**config.mk**
```make
export PLATFORM = sky130hd
export DESIGN_NAME = peripheral_subsystem
export DESIGN_NICKNAME = d
export VERILOG_FILES = /design/src/periph_pkg.sv /design/src/irq_ctrl.sv /design/src/obi_to_reg.sv /design/src/peripheral_subsystem.sv /design/src/reg_demux.sv /design/src/soc_ctrl.sv
export SDC_FILE = /design/constraint.sdc
export NUM_CORES = 1
export LEC_CHECK = 0
export BUFFER_PORTS_ARGS = -buffer_cell sky130_fd_sc_hd__clkbuf_2
export CORE_ASPECT_RATIO = 1.5
export CORE_MARGIN = 1.5
export CORE_UTILIZATION = 58
export DETAILED_ROUTE_END_ITERATION = 10
export PLACE_DENSITY = 0.93
export SYNTH_ARGS = -nofsm -noshare
export SYNTH_HDL_FRONTEND = slang
export SYNTH_HIERARCHICAL = 1
export SYNTH_SLANG_ARGS = --single-unit
```
**constraint.sdc**
```tcl
create_clock -name clk_i -period 5.01 [get_ports clk_i]
set_input_delay 0 -clock clk_i [delete_from_list [all_inputs] [get_ports clk_i]]
set_output_delay 0 -clock clk_i [all_outputs]
set_load 0.05 [all_outputs]
```
**src/periph_pkg.sv**
```systemverilog
// OBI and register bus request/response structs
// Address map, target indices and register offsets
// Byte-strobe merge helper shared by the register targets
package periph_pkg;

  typedef struct packed {
    logic        req;
    logic        we;
    logic [3:0]  be;
    logic [31:0] addr;
    logic [31:0] wdata;
  } obi_req_t;

  typedef struct packed {
    logic        gnt;
    logic        rvalid;
    logic        err;
    logic [31:0] rdata;
  } obi_rsp_t;

  typedef struct packed {
    logic        valid;
    logic        write;
    logic [3:0]  wstrb;
    logic [31:0] addr;
    logic [31:0] wdata;
  } reg_req_t;

  typedef struct packed {
    logic        ready;
    logic        error;
    logic [31:0] rdata;
  } reg_rsp_t;

  localparam int TARGET_SOC_CTRL = 0;
  localparam int TARGET_IRQ      = 1;
  localparam int TARGET_EXT      = 2;
  localparam int NUM_TARGETS     = 3;

  // 4 KB regions inside the low 64 KB
  localparam logic [31:0] SOC_CTRL_BASE = 32'h0000_0000;
  localparam logic [31:0] IRQ_BASE      = 32'h0000_1000;
  localparam logic [31:0] EXT_BASE      = 32'h0000_2000;

  localparam logic [11:0] EXIT_VALID_OFS = 12'h000;
  localparam logic [11:0] EXIT_VALUE_OFS = 12'h004;
  localparam logic [11:0] SCRATCH_OFS    = 12'h008;

  localparam logic [11:0] PENDING_OFS = 12'h000;
  localparam logic [11:0] ENABLE_OFS  = 12'h004;
  localparam logic [11:0] CLAIM_OFS   = 12'h008;
  localparam logic [11:0] MSIP_OFS    = 12'h00C;

  localparam logic [31:0] DECODE_ERR_DATA = 32'hBADC_AB1E;

  function automatic logic [31:0] strb_merge(input logic [31:0] old_val,
                                             input logic [31:0] new_val,
                                             input logic [3:0]  strb);
    logic [31:0] res;
    res = old_val;
    for (int b = 0; b < 4; b++) begin
      if (strb[b]) begin
        res[8*b +: 8] = new_val[8*b +: 8];
      end
    end
    return res;
  endfunction

endpackage

```
**src/irq_ctrl.sv**
```systemverilog
// Interrupt controller with edge-captured pending bits and enable mask
// Lowest-index claim register and software interrupt bit
`timescale 1ns/10ps

module irq_ctrl #(
  parameter int NUM_SRC = 8
) (
  input  logic                 clk_i,
  input  logic                 reset_i,
  input  periph_pkg::reg_req_t reg_req_i,
  output periph_pkg::reg_rsp_t reg_rsp_o,
  input  logic [NUM_SRC-1:0]   intr_i,
  output logic                 irq_o,
  output logic                 msip_o
);

  import periph_pkg::*;

  logic [NUM_SRC-1:0] intr_sync_q;
  logic [NUM_SRC-1:0] intr_prev_q;
  logic [NUM_SRC-1:0] src_edge;
  logic [NUM_SRC-1:0] pending_q;
  logic [NUM_SRC-1:0] enable_q;
  logic [NUM_SRC-1:0] active;
  logic [NUM_SRC-1:0] claim_oh;
  logic [NUM_SRC-1:0] clr;
  logic [31:0]        claim_id;
  logic               msip_q;
  logic               irq_q;
  logic [11:0]        ofs;
  logic               wr_en;
  logic               claim_rd;
  logic [31:0]        rdata;

  assign ofs      = reg_req_i.addr[11:0];
  assign wr_en    = reg_req_i.valid & reg_req_i.write;
  assign claim_rd = reg_req_i.valid & ~reg_req_i.write & (ofs == CLAIM_OFS);

  // One sync stage, then one stage for the edge compare
  assign src_edge = intr_sync_q & ~intr_prev_q;
  assign active   = pending_q & enable_q;

  always_comb begin
    claim_id = '0;
    claim_oh = '0;
    // Walk downwards so the lowest active source is kept
    for (int i = NUM_SRC - 1; i >= 0; i--) begin
      if (active[i]) begin
        claim_id    = 32'(i + 1);
        claim_oh    = '0;
        claim_oh[i] = 1'b1;
      end
    end
  end

  assign clr = claim_rd ? claim_oh : '0;

  always_ff @(posedge clk_i) begin
    if (reset_i) begin
      intr_sync_q <= '0;
      intr_prev_q <= '0;
      pending_q   <= '0;
      enable_q    <= '0;
      msip_q      <= 1'b0;
      irq_q       <= 1'b0;
    end else begin
      intr_sync_q <= intr_i;
      intr_prev_q <= intr_sync_q;
      // New edge beats a claim in the same cycle
      pending_q   <= (pending_q & ~clr) | src_edge;
      irq_q       <= |active;
      if (wr_en && ofs == ENABLE_OFS) begin
        enable_q <= NUM_SRC'(strb_merge(32'(enable_q), reg_req_i.wdata, reg_req_i.wstrb));
      end
      if (wr_en && ofs == MSIP_OFS && reg_req_i.wstrb[0]) begin
        msip_q <= reg_req_i.wdata[0];
      end
    end
  end

  always_comb begin
    case (ofs)
      PENDING_OFS: rdata = 32'(pending_q);
      ENABLE_OFS:  rdata = 32'(enable_q);
      CLAIM_OFS:   rdata = claim_id;
      MSIP_OFS:    rdata = {31'b0, msip_q};
      default:     rdata = '0;
    endcase
  end

  assign reg_rsp_o.ready = 1'b1;
  assign reg_rsp_o.error = 1'b0;
  assign reg_rsp_o.rdata = rdata;

  assign irq_o  = irq_q;
  assign msip_o = msip_q;

  // Pending bits only drop through a claim of a bit that was set
  a_claim_clears_pending: assert property (@(posedge clk_i) disable iff (reset_i)
    1'b1 |=> (($past(pending_q) & ~pending_q) == ($past(clr) & ~$past(src_edge))));

endmodule

```
**src/obi_to_reg.sv**
```systemverilog
// OBI slave port to register bus bridge
// Combinational request path, one-cycle response register
`timescale 1ns/10ps

module obi_to_reg (
  input  logic                clk_i,
  input  logic                reset_i,
  input  periph_pkg::obi_req_t obi_req_i,
  output periph_pkg::obi_rsp_t obi_rsp_o,
  output periph_pkg::reg_req_t reg_req_o,
  input  periph_pkg::reg_rsp_t reg_rsp_i
);

  import periph_pkg::*;

  logic        gnt;
  logic        rvalid_q;
  logic        err_q;
  logic [31:0] rdata_q;

  assign reg_req_o.valid = obi_req_i.req;
  assign reg_req_o.write = obi_req_i.we;
  assign reg_req_o.wstrb = obi_req_i.be;
  assign reg_req_o.addr  = obi_req_i.addr;
  assign reg_req_o.wdata = obi_req_i.wdata;

  // Grant as soon as the target completes the transfer
  assign gnt = obi_req_i.req & reg_rsp_i.ready;

  always_ff @(posedge clk_i) begin
    if (reset_i) begin
      rvalid_q <= 1'b0;
      err_q    <= 1'b0;
      rdata_q  <= '0;
    end else begin
      rvalid_q <= gnt;
      if (gnt) begin
        err_q <= reg_rsp_i.error;
        // Writes return zero unless the access failed
        rdata_q <= (obi_req_i.we && !reg_rsp_i.error) ? '0 : reg_rsp_i.rdata;
      end
    end
  end

  assign obi_rsp_o.gnt    = gnt;
  assign obi_rsp_o.rvalid = rvalid_q;
  assign obi_rsp_o.err    = err_q;
  assign obi_rsp_o.rdata  = rdata_q;

  // Master keeps the request and its payload until the grant
  a_req_held_until_gnt: assert property (@(posedge clk_i) disable iff (reset_i)
    obi_req_i.req && !gnt |=> obi_req_i.req && $stable(obi_req_i));

endmodule

```
**src/peripheral_subsystem.sv**
```systemverilog
// Peripheral subsystem top level
// OBI bridge, register demux, system control, interrupt controller, external port
`timescale 1ns/10ps

module peripheral_subsystem #(
  parameter int NUM_SRC = 8
) (
  input  logic                 clk_i,
  input  logic                 reset_i,

  input  periph_pkg::obi_req_t obi_req_i,
  output periph_pkg::obi_rsp_t obi_rsp_o,

  output logic                 exit_valid_o,
  output logic [31:0]          exit_value_o,

  input  logic [NUM_SRC-1:0]   intr_i,
  output logic                 irq_o,
  output logic                 msip_o,

  output periph_pkg::reg_req_t ext_req_o,
  input  periph_pkg::reg_rsp_t ext_rsp_i
);

  import periph_pkg::*;

  reg_req_t                   reg_req;
  reg_rsp_t                   reg_rsp;
  reg_req_t [NUM_TARGETS-1:0] tgt_req;
  reg_rsp_t [NUM_TARGETS-1:0] tgt_rsp;

  obi_to_reg obi_to_reg_i (
    .clk_i,
    .reset_i,
    .obi_req_i,
    .obi_rsp_o,
    .reg_req_o (reg_req),
    .reg_rsp_i (reg_rsp)
  );

  reg_demux reg_demux_i (
    .clk_i,
    .reg_req_i (reg_req),
    .reg_rsp_o (reg_rsp),
    .tgt_req_o (tgt_req),
    .tgt_rsp_i (tgt_rsp)
  );

  soc_ctrl soc_ctrl_i (
    .clk_i,
    .reset_i,
    .reg_req_i (tgt_req[TARGET_SOC_CTRL]),
    .reg_rsp_o (tgt_rsp[TARGET_SOC_CTRL]),
    .exit_valid_o,
    .exit_value_o
  );

  irq_ctrl #(
    .NUM_SRC (NUM_SRC)
  ) irq_ctrl_i (
    .clk_i,
    .reset_i,
    .reg_req_i (tgt_req[TARGET_IRQ]),
    .reg_rsp_o (tgt_rsp[TARGET_IRQ]),
    .intr_i,
    .irq_o,
    .msip_o
  );

  // External peripheral slot
  assign ext_req_o            = tgt_req[TARGET_EXT];
  assign tgt_rsp[TARGET_EXT]  = ext_rsp_i;

endmodule

```
**src/reg_demux.sv**
```systemverilog
// Register bus address decoder and demultiplexer
// Routes requests to one target and returns its response or a decode error
`timescale 1ns/10ps

module reg_demux (
  input  logic                                             clk_i,
  input  periph_pkg::reg_req_t                             reg_req_i,
  output periph_pkg::reg_rsp_t                             reg_rsp_o,
  output periph_pkg::reg_req_t [periph_pkg::NUM_TARGETS-1:0] tgt_req_o,
  input  periph_pkg::reg_rsp_t [periph_pkg::NUM_TARGETS-1:0] tgt_rsp_i
);

  import periph_pkg::*;

  logic [19:0]            region;
  logic [NUM_TARGETS-1:0] hit;
  logic [NUM_TARGETS-1:0] tgt_valid;

  // Upper address bits must be zero for any region to match
  assign region = reg_req_i.addr[31:12];

  assign hit[TARGET_SOC_CTRL] = (region == SOC_CTRL_BASE[31:12]);
  assign hit[TARGET_IRQ]      = (region == IRQ_BASE[31:12]);
  assign hit[TARGET_EXT]      = (region == EXT_BASE[31:12]);

  assign tgt_valid = hit & {NUM_TARGETS{reg_req_i.valid}};

  always_comb begin
    for (int i = 0; i < NUM_TARGETS; i++) begin
      tgt_req_o[i]       = reg_req_i;
      tgt_req_o[i].valid = tgt_valid[i];
    end
  end

  // Unmapped accesses complete at once with an error
  always_comb begin
    reg_rsp_o.ready = 1'b1;
    reg_rsp_o.error = 1'b1;
    reg_rsp_o.rdata = DECODE_ERR_DATA;
    for (int i = 0; i < NUM_TARGETS; i++) begin
      if (hit[i]) begin
        reg_rsp_o = tgt_rsp_i[i];
      end
    end
  end

  a_one_target_valid: assert property (@(posedge clk_i)
    $onehot0({tgt_req_o[TARGET_EXT].valid, tgt_req_o[TARGET_IRQ].valid,
              tgt_req_o[TARGET_SOC_CTRL].valid}));

endmodule

```
**src/soc_ctrl.sv**
```systemverilog
// System-control registers: exit valid, exit value, scratch
`timescale 1ns/10ps

module soc_ctrl (
  input  logic                 clk_i,
  input  logic                 reset_i,
  input  periph_pkg::reg_req_t reg_req_i,
  output periph_pkg::reg_rsp_t reg_rsp_o,
  output logic                 exit_valid_o,
  output logic [31:0]          exit_value_o
);

  import periph_pkg::*;

  logic        exit_valid_q;
  logic [31:0] exit_value_q;
  logic [31:0] scratch_q;
  logic [11:0] ofs;
  logic        wr_en;
  logic [31:0] rdata;

  assign ofs   = reg_req_i.addr[11:0];
  assign wr_en = reg_req_i.valid & reg_req_i.write;

  always_ff @(posedge clk_i) begin
    if (reset_i) begin
      exit_valid_q <= 1'b0;
      exit_value_q <= '0;
      scratch_q    <= '0;
    end else if (wr_en) begin
      case (ofs)
        EXIT_VALID_OFS: begin
          if (reg_req_i.wstrb[0]) begin
            exit_valid_q <= reg_req_i.wdata[0];
          end
        end
        EXIT_VALUE_OFS: exit_value_q <= strb_merge(exit_value_q, reg_req_i.wdata, reg_req_i.wstrb);
        SCRATCH_OFS:    scratch_q    <= strb_merge(scratch_q, reg_req_i.wdata, reg_req_i.wstrb);
        default: ;
      endcase
    end
  end

  always_comb begin
    case (ofs)
      EXIT_VALID_OFS: rdata = {31'b0, exit_valid_q};
      EXIT_VALUE_OFS: rdata = exit_value_q;
      SCRATCH_OFS:    rdata = scratch_q;
      default:        rdata = '0;
    endcase
  end

  assign reg_rsp_o.ready = 1'b1;
  assign reg_rsp_o.error = 1'b0;
  assign reg_rsp_o.rdata = rdata;

  assign exit_valid_o = exit_valid_q;
  assign exit_value_o = exit_value_q;

endmodule

```
# Yosys cells after proc, flatten, opt, wreduce, memory -nomap -nowiden
# Cells that the tools add are included.
dict set report classes {
  n_mux 23
  reduce_logical 18
  n_eq_ne 5
  bitwise_logic 13
}
# op count
set ops {}
lappend ops {{32-bit case mux with 3 select lines} 1}
lappend ops {{8-bit two-way mux} 9}
lappend ops {{33-bit two-way mux} 2}
lappend ops {{34-bit two-way mux} 1}
lappend ops {{32-bit two-way mux} 1}
lappend ops {{4-bit two-way mux} 8}
lappend ops {{8-bit case mux with 4 select lines} 1}
lappend ops {{3-bit AND reduction} 9}
lappend ops {{8-bit bitwise AND} 3}
lappend ops {{12-bit by 4-bit equality test with 1-bit output (second input constant)} 2}
lappend ops {{20-bit by 1-bit equality test with 1-bit output (second input constant)} 1}
lappend ops {{20-bit by 2-bit equality test with 1-bit output (second input constant)} 1}
lappend ops {{20-bit logical NOT} 1}
lappend ops {{8-bit NOT} 2}
lappend ops {{12-bit by 3-bit equality test with 1-bit output (second input constant)} 1}
lappend ops {{12-bit logical NOT} 1}
lappend ops {{8-bit bitwise OR} 1}
lappend ops {{8-bit OR reduction} 1}
lappend ops {{1-bit bitwise AND} 5}
lappend ops {{1-bit logical AND} 4}
lappend ops {{3-bit bitwise AND} 1}
lappend ops {{2-bit AND reduction} 1}
lappend ops {{1-bit logical NOT} 1}
lappend ops {{1-bit NOT} 1}
dict set report word_totals {
  wordCells 77
  out_inout_bits 140
  inputBits 114
  reg_bits 133
}

# Longest topological paths before layout
# Gate-level depths: netlist (run 1).
dict set report logic_depth {
  word_depth 15
  depth_mapped 12
  ltp_nobuf 7
}

# Cells and area by module
# The synthesis (run 1) kept the hierarchy.
# module seq_area_each_um2 n_inst cells_per_inst area_each_um2
set modules_own_cells {}
lappend modules_own_cells {soc_ctrl 1301.2 1 347 3324.4}
lappend modules_own_cells {reg_demux 0.0 1 342 2627.5}
lappend modules_own_cells {irq_ctrl 680.7 1 197 1671.6}
lappend modules_own_cells {obi_to_reg 680.7 1 156 1666.6}

# Worst setup path after synthesis (run 1)
# OpenSTA, ideal clock, no wires.
dict set report synth_timing {
  path_kind {input-to-reg}
  from {in obi_req_i[39] in the netlist's numbering}
  to {reg obi_to_reg_i.rdata_q[5]}
  path_slack_ns 2.751
  arrival_time_ns 2.197
  stages 12
  n_path_buf 5
  required_ns 4.948
  setup_time_ns 0.062
  path_cell_list {buf_4 buf_4 or4_1 buf_2 or4_1 buf_2 buf_6 nor2_1 mux2i_1 a2bb2oi_1 nor3_1 a32o_1}
}
# item line_no
set synth_lines {}
lappend synth_lines {{start: declaration} peripheral_subsystem.sv:11} ;# input periph_pkg::obi_req_t obi_req_i,
lappend synth_lines {{end signal: assignment} obi_to_reg.sv:40} ;# rdata_q <= (obi_req_i.we && !reg_rsp_i.error) ? '0 : reg_rsp_i.rdata;
lappend synth_lines {{end: declaration} obi_to_reg.sv:19} ;# logic [31:0] rdata_q;

==> results of run 1 <==
==> worst min-delay path, stage by stage <==
cell and delay, ns:
clkbuf_2 0.11, nor4_1 0.09, nand4_1 0.11, mux2i_1 0.08
nor2_1 0.09
==> report_power, final <==
group          internal, mW  switching [mW]
logic                 0.146           0.292
registers              1.08          0.0142
clock network         0.758           0.527
==> state kept, by name, summed over array words and instances, names as in the netlist <==
signal / cells
soc_ctrl_i/scratch_q: 32
irq_ctrl_i/intr_sync_q: 8
soc_ctrl_i/exit_valid_o: 1
irq_ctrl_i/intr_prev_q: 8
irq_ctrl_i/msip_o: 1
irq_ctrl_i/pending_q: 8
obi_to_reg_i/rdata_q: 32
irq_ctrl_i/irq_o: 1
irq_ctrl_i/enable_q: 8
obi_to_reg_i/rvalid_q: 1
soc_ctrl_i/exit_value_o: 32
obi_to_reg_i/err_q: 1
==> cell type report <==
cell class              instances  area [um^2]  area share [%]
repair buffers                300         1720            18.5
multi-input cells             555         4020            43.2
diodes                          1         2.50          0.0269
well taps                     196          245            2.64
clock buffers                  17          425            4.57
clock inverters                15          183            1.96
inverters                      11         41.3           0.444
flip-flops and latches        133         2660            28.6
==> per-layer routing <==
metal  track usage, %  vias to the layer above  part of all wire [%]
li1                 -                     3243                     -
met3             5.30                       66                   5.8
met2             45.9                      312                    50
met5                0                        -                     0
met4             14.1                        0                   4.7
met1             30.8                     3165                    40
==> stage by stage <==
stage	setup slack (ns)	hold WS (ns)
CTS	2.59	0.0557
detailed placement	2.13	0.212
finish	2.49	0.0821
floorplan	2.75	0.0691
global placement	2.19	0.211
global route	2.32	0.106
==> cells in the final DEF, fill, tap and decap left out, types with 3 or more instances in the layout <==
cell type        n
nand4_1          5
buf_4            6
nor4_2           4
nor4_1           7
nor4b_1          3
mux2i_1         95
nand2b_1       101
mux2_1           5
nand4_2          3
or4_1            3
and2_1           3
mux2_2          16
nor3_1          10
nor2b_2          3
a21oi_1          5
a22oi_1         33
inv_6            5
inv_1           11
nor2b_1         17
dlygate4sd3_1   41
nand2_1         17
clkbuf_16       17
inv_8            5
clkinvlp_4       3
and3_1           4
a32o_1          33
nor3_2          10
o21ai_0         13
dfxtp_1        133
nor2_1          45
clkbuf_2       252
a2bb2oi_1       14
o22ai_1         21
nand3_1         32
conb_1          28
==> final timing paths <==
kind                                                 to  depth (start not counted)  slack, ns                                 start
hold / removal           irq_ctrl_i/msip_o$_SDFFE_PP0P_                          5       0.08                         obi_req_i[36]
setup reg to reg   obi_to_reg_i/rdata_q[3]$_SDFFE_PP0P_                          7       2.75    irq_ctrl_i/pending_q[0]$_SDFF_PP0_
hold reg to reg      irq_ctrl_i/pending_q[7]$_SDFF_PP0_                          1       0.40  irq_ctrl_i/intr_prev_q[7]$_SDFF_PP0_
setup / recovery  obi_to_reg_i/rdata_q[20]$_SDFFE_PP0P_                          7       2.49                         obi_req_i[44]
==> metrics.csv, run 1 <==
stage,metric,value,unit
layout,drive_above_1_share,32.7,%
sta,fin_skew,0.0128,ns
drt,totalWireLength,21600,um
drt,first_pass_iters,6,
drt,drc_errors,0,
floorplanning,rows,54,
clock_network,numCtsBuffers,17,
layout,utilization,63.4,%
floorplanning,die_x,104,um
placed_design,detailed_place_hpwl,15500,um
worst_setup_path,required,5.31,ns
worst_setup_path,crit_fanout,39,
global_route,grt_usage,26.5,%
drt,avgViaCountPerCell,5.53,
placed_design,numPortBuffers,253,
layout,stdcell_area,9300,um^2
sta,setup_viol,0,
worst_setup_path,slowest_stage,nand2b_1,
clock_network,clockBufferDepth,2,
worst_setup_path,crit_buf_inv,2,
power_and_ir_drop,p_per_area,303,nW/um^2
drt,via_count,6786,
synthesis,ys_warn_count,6,
power_and_ir_drop,cellLeakagePower,4.11,nW
placed_design,dpl_cell_area,8280,um^2
synthesis,syn_inst,975,
clock_network,root_buffer,clkbuf_16,
layout,synthToLayoutAreaGrowth,5.82,%
worst_setup_path,critical_path_class,input pin to flop,
power_and_ir_drop,total_power,2.82,mW
floorplanning,start_util,59.9,%
layout,fillers,1199,
worst_setup_path,crit_top_cell,nand2b_1,
floorplanning,die_area,15900,um^2
clock_network,hold_buffers,41,
worst_setup_path,crit_arrival,2.82,ns
global_route,grt_pass1_wl,33800,um
sta,tightest_slew,1.29,ns
min_path,hp-class,input pin to flop,
clock_network,cts_sinks,133,
layout,fin_cells,1228,
worst_setup_path,critPathTopFamily,simple AND/OR/NAND/NOR gates,
synthesis,syn_avg_cell_area,9.01,um^2
sta,min_period,2.52,ns
sta,tns,0,ns
floorplanning,die_y,154,um
placed_design,gp_congestion,0.887,
sta,rsz0062_at_grt,no,
floorplanning,coreArea,14700,um^2
clock_network,cts_tree,done,
worst_setup_path,path_cells,clkbuf_2 -> buf_4 -> nand2b_1 -> o22ai_1 -> nand3_1 -> nand2b_1 -> a32o_1,
layout,nets,1132,
placed_design,dp_cells,1154,
drt,routedWlPerCell,17.6,um
global_route,antenna_found_initial,1,
sta,maxSlewViolCount,0,
global_route,grt_pass1_vias,6490,
global_route,grt_max_degree,129,
sta,timing.final.crit_share,50.2,%
drt,drt_iter0_markers,517,
floorplanning,ioPinCount,254,
clock_network,cts.clk_slew.worst_paths,0.07,ns
sta,slew_headroom,13.5,%
sta,finalHoldViolCount,0,
clock_network,cts-resized-gates,0,
worst_setup_path,start_kind,input pin,
synthesis,netlist_area,8790,um^2
clock_network,h-tree-depth,4,
drt,ant_nets,0,
sta,max_freq,397,MHz
clock_network,cts_setup_buffers,0,
global_route,overflow,0,
clock_network,worst_skew_pair.late_latency,0.42,ns
power_and_ir_drop,ir_drop,0.217,mV
worst_setup_path,end_kind,flop,
flow_run,drv_cap,0,
worst_setup_path,critPathMaxStageDelay,0.80,ns
run_status,status,finished clean,
Note: power is estimated with default switching activity, not from simulation.
==> run 2, diff against run 1 <==
--- a/config.mk
+++ b/config.mk
@@ -5,12 +5,13 @@
 export SDC_FILE = /design/constraint.sdc
 export NUM_CORES = 1
 export LEC_CHECK = 0
+export ABC_AREA = 1
 export BUFFER_PORTS_ARGS = -buffer_cell sky130_fd_sc_hd__clkbuf_2
 export CORE_ASPECT_RATIO = 1.5
 export CORE_MARGIN = 1.5
-export CORE_UTILIZATION = 58
+export CORE_UTILIZATION = 55
 export DETAILED_ROUTE_END_ITERATION = 10
-export PLACE_DENSITY = 0.93
+export PLACE_DENSITY = 0.88
 export SYNTH_ARGS = -nofsm -noshare
 export SYNTH_HDL_FRONTEND = slang
 export SYNTH_HIERARCHICAL = 1
==> constraint.sdc (replaced) <==
create_clock -name clk_i -period 2.6 [get_ports clk_i]
set_input_delay 0 -clock clk_i [delete_from_list [all_inputs] [get_ports clk_i]]
set_output_delay 0 -clock clk_i [all_outputs]
set_load 0.05 [all_outputs]
==> run 2 against run 1 <==
Effect of this change:
- first-iteration DRC count grew 44%
- via count up 37%
- sequential share of layout area is 4.0 points lower
- final cell count up 53%
- critical endpoint is now obi_rsp_o[34]
==> metrics.csv, run 2 <==
stage,metric,value,unit,change
worst_setup_path,end_kind,primary output,,was flop
power_and_ir_drop,total_power,5.28,mW,was 2.82 mW
worst_setup_path,path_depth,11,,was 7
worst_setup_path,critical_path_class,input pin to primary output,,was input pin to flop
clock_network,hold_buffers,68,,was 41
global_route,grt_pass1_vias,8295,,"was 6,490"
sta,min_period,1.91,ns,
floorplanning,rows,60,,was 54
clock_network,clockBufferDepth,2,,unchanged
power_and_ir_drop,ir_drop,0.408,mV,was 0.217 mV
power_and_ir_drop,p_per_area,489,nW/um^2,was 303 nW/um^2
worst_setup_path,crit_buf_inv,4,,was 2
worst_setup_path,path_cells,clkbuf_2 -> nor2_1 -> nand2_2 -> nor2_8 -> nand3_4 -> inv_2 -> nand2_1 -> o21ai_0 -> nand2_4 -> inv_2 -> clkbuf_2,,was clkbuf_2 -> buf_4 -> nand2b_1 -> o22ai_1 -> nand3_1 -> nand2b_1 -> a32o_1
clock_network,cts_setup_buffers,0,,unchanged
clock_network,cts_sinks,133,,unchanged
floorplanning,die_area,19100,um^2,"was 15,900 um^2"
sta,max_freq,524,MHz,
clock_network,h-tree-depth,4,,unchanged
placed_design,dp_cells,1785,,"was 1,154"
layout,final_cell_mix,"nand2_1 (361), inv_1 (293), clkbuf_2 (253)",,"was clkbuf_2 (252), dfxtp_1 (133), nand2b_1 (101)"
flow_run,drv_cap,0,,unchanged
floorplanning,die_x,113,um,was 104 um
placed_design,numPortBuffers,253,,unchanged
min_path,hp-class,input pin to flop,,unchanged
global_route,grt-busiest-layer,met2,,unchanged
drt,via_count,9276,,"was 6,786"
clock_network,worst_skew_pair.late_latency,0.42,ns,about the same
clock_network,root_buffer,clkbuf_16,,unchanged
worst_setup_path,start_kind,input pin,,unchanged
worst_setup_path,cp-startpoint,obi_req_i[63],,was obi_req_i[44]
synthesis,netlist_area,10000,um^2,was 8790 um^2
floorplanning,start_util,55.9,%,was 59.9%
sta,timing.final.crit_share,73.5,%,
worst_setup_path,critPathMaxStageDelay,0.35,ns,was 0.80 ns
clock_network,numCtsBuffers,17,,unchanged
clock_network,cts_tree,done,,unchanged
sta,tightest_slew,1.01,ns,was 1.29 ns
global_route,grt_max_degree,66,,was 129
sta,setup_viol,0,,unchanged
floorplanning,die_y,168,um,was 154 um
drt,first_pass_iters,5,,was 6
clock_network,cts.clk_slew.worst_paths,0.05,ns,was 0.07 ns
layout,drive_above_1_share,21.2,%,was 32.7%
synthesis,syn_avg_cell_area,6.33,um^2,was 9.01 um^2
drt,drt_iter0_markers,743,,was 517
drt,avgViaCountPerCell,4.92,,was 5.53
global_route,grt_usage,25.9,%,was 26.5%
worst_setup_path,required,2.60,ns,was 5.31 ns
run_status,status,finished clean,,unchanged
global_route,use_met1,31.9,%,was 30.8%
power_and_ir_drop,cellLeakagePower,5.74,nW,was 4.11 nW
worst_setup_path,r2r_slack,0.91,ns,was 2.75 ns
layout,synthToLayoutAreaGrowth,7.56,%,was 5.82%
placed_design,gp_congestion,0.913,,was 0.887
global_route,grt_pass1_wl,39900,um,"was 33,800 um"
worst_setup_path,r2r-end,obi_to_reg_i/rdata_q[2]$_SDFFE_PP0P_,,was obi_to_reg_i/rdata_q[3]$_SDFFE_PP0P_
global_route,overflow,0,,unchanged
floorplanning,ioPinCount,254,,unchanged
drt,ant_nets,0,,unchanged
drt,drc_errors,0,,unchanged
worst_setup_path,critPathTopFamily,buffers and inverters,,was simple AND/OR/NAND/NOR gates
global_route,gr-usage-met2,44.2,%,was 45.9%
layout,utilization,60.2,%,was 63.4%
floorplanning,coreArea,17900,um^2,"was 14,700 um^2"
sta,finalHoldViolCount,0,,unchanged
layout,nets,1769,,"was 1,132"
layout,fillers,1604,,"was 1,199"
sta,slew_headroom,32.6,%,was 13.5%
layout,fin_cells,1884,,"was 1,228"
sta,worst_slack,0.690,ns,was 2.49 ns
sta,fin_skew,0.00783,ns,was 0.0128 ns
synthesis,syn_inst,1586,,was 975
worst_setup_path,crit_arrival,1.91,ns,was 2.82 ns
layout,final_common_cell,nand2_1,,was clkbuf_2
sta,rsz0062_at_grt,no,,unchanged
sta,tns,0,ns,unchanged
global_route,met3_usage,5.00,%,was 5.30%
worst_setup_path,r2r-start,irq_ctrl_i/pending_q[0]$_SDFF_PP0_,,unchanged
clock_network,cts-resized-gates,0,,unchanged
worst_setup_path,critPathCapture,obi_rsp_o[34],,was obi_to_reg_i/rdata_q[20]$_SDFFE_PP0P_
worst_setup_path,crit_fanout,21,,was 39
layout,n_antenna_cell,0,,was 1
global_route,antenna_found_initial,0,,was 1
worst_setup_path,reg2reg_depth,9,,was 7
drt,routedWlPerCell,13.3,um,was 17.6 um
placed_design,detailed_place_hpwl,17400,um,"was 15,500 um"
sta,maxSlewViolCount,0,,unchanged
placed_design,place_ws,0.433,ns,was 2.13 ns
synthesis,ys_warn_count,6,,unchanged
worst_setup_path,slowest_stage,clkbuf_2,,was nand2b_1
drt,totalWireLength,25100,um,"was 21,600 um"
run 2: through the flow:
step / hold WS [ns] / instance area, um^2
3_5_place_dp: 0.197 / 9550
4_1_cts: 0.0132 / 10800
5_1_grt: 0.0610 / 10800
6_report: 0.00664 / 10800
2_1_floorplan: 0.0724 / 10100
3_3_place_gp: 0.197 / 9550
run 2: worst min-delay path by stage:
stage / slack (ns) / cells after the start / to / start
4_1_cts: 0.01 / 6 / obi_to_reg_i/rdata_q[17]$_SDFFE_PP0P_ / ext_rsp_i[17]
5_1_grt: 0.06 / 6 / obi_to_reg_i/rdata_q[5]$_SDFFE_PP0P_ / ext_rsp_i[5]
6_report: 0.007 / 5 / obi_to_reg_i/err_q$_SDFFE_PP0P_ / ext_rsp_i[32]
2_1_floorplan: 0.07 / 1 / obi_to_reg_i/rvalid_q$_SDFF_PP0_ / reset_i
3_3_place_gp: 0.20 / 3 / irq_ctrl_i/intr_sync_q[6]$_SDFF_PP0_ / intr_i[6]
3_5_place_dp: 0.20 / 3 / irq_ctrl_i/intr_sync_q[3]$_SDFF_PP0_ / intr_i[3]
run 2: cell type report:
| class | count | area, um^2 | share of cell area [%] |
|---|---|---|---|
| Sequential cell | 133 | 2660 | 24.7 |
| Clock buffer | 20 | 457 | 4.23 |
| Timing Repair Buffer | 343 | 2110 | 19.6 |
| Multi-Input combinational cell | 858 | 4060 | 37.6 |
| Inverter | 302 | 1130 | 10.5 |
| Clock inverter | 11 | 101 | 0.939 |
| Tap cell | 217 | 272 | 2.52 |
run 2: worst reg2reg max path, stage by stage, from the launching register on:
cell and delay, ns:
dfxtp_1 0.32, nand2_1 0.16, inv_1 0.08, nor2_1 0.23, o21ai_0 0.13, o211ai_1 0.25, nor3_1 0.10, o21ai_1 0.14
nand2_1 0.07, a21oi_1 0.16
run 2: power breakdown:
group	internal [mW]	leakage (nW)	total, mW	switching, mW
logic	0.256	4.39	0.862	0.606
clock network	1.36	0.265	2.29	0.934
registers	2.09	1.09	2.12	0.0306
run 2: per-layer routing:
layer	wire length, um	share of wire (%)
met1	10300	41
met2	12200	49
met3	1820	7.2
met4	771	3.1
met5	0	0
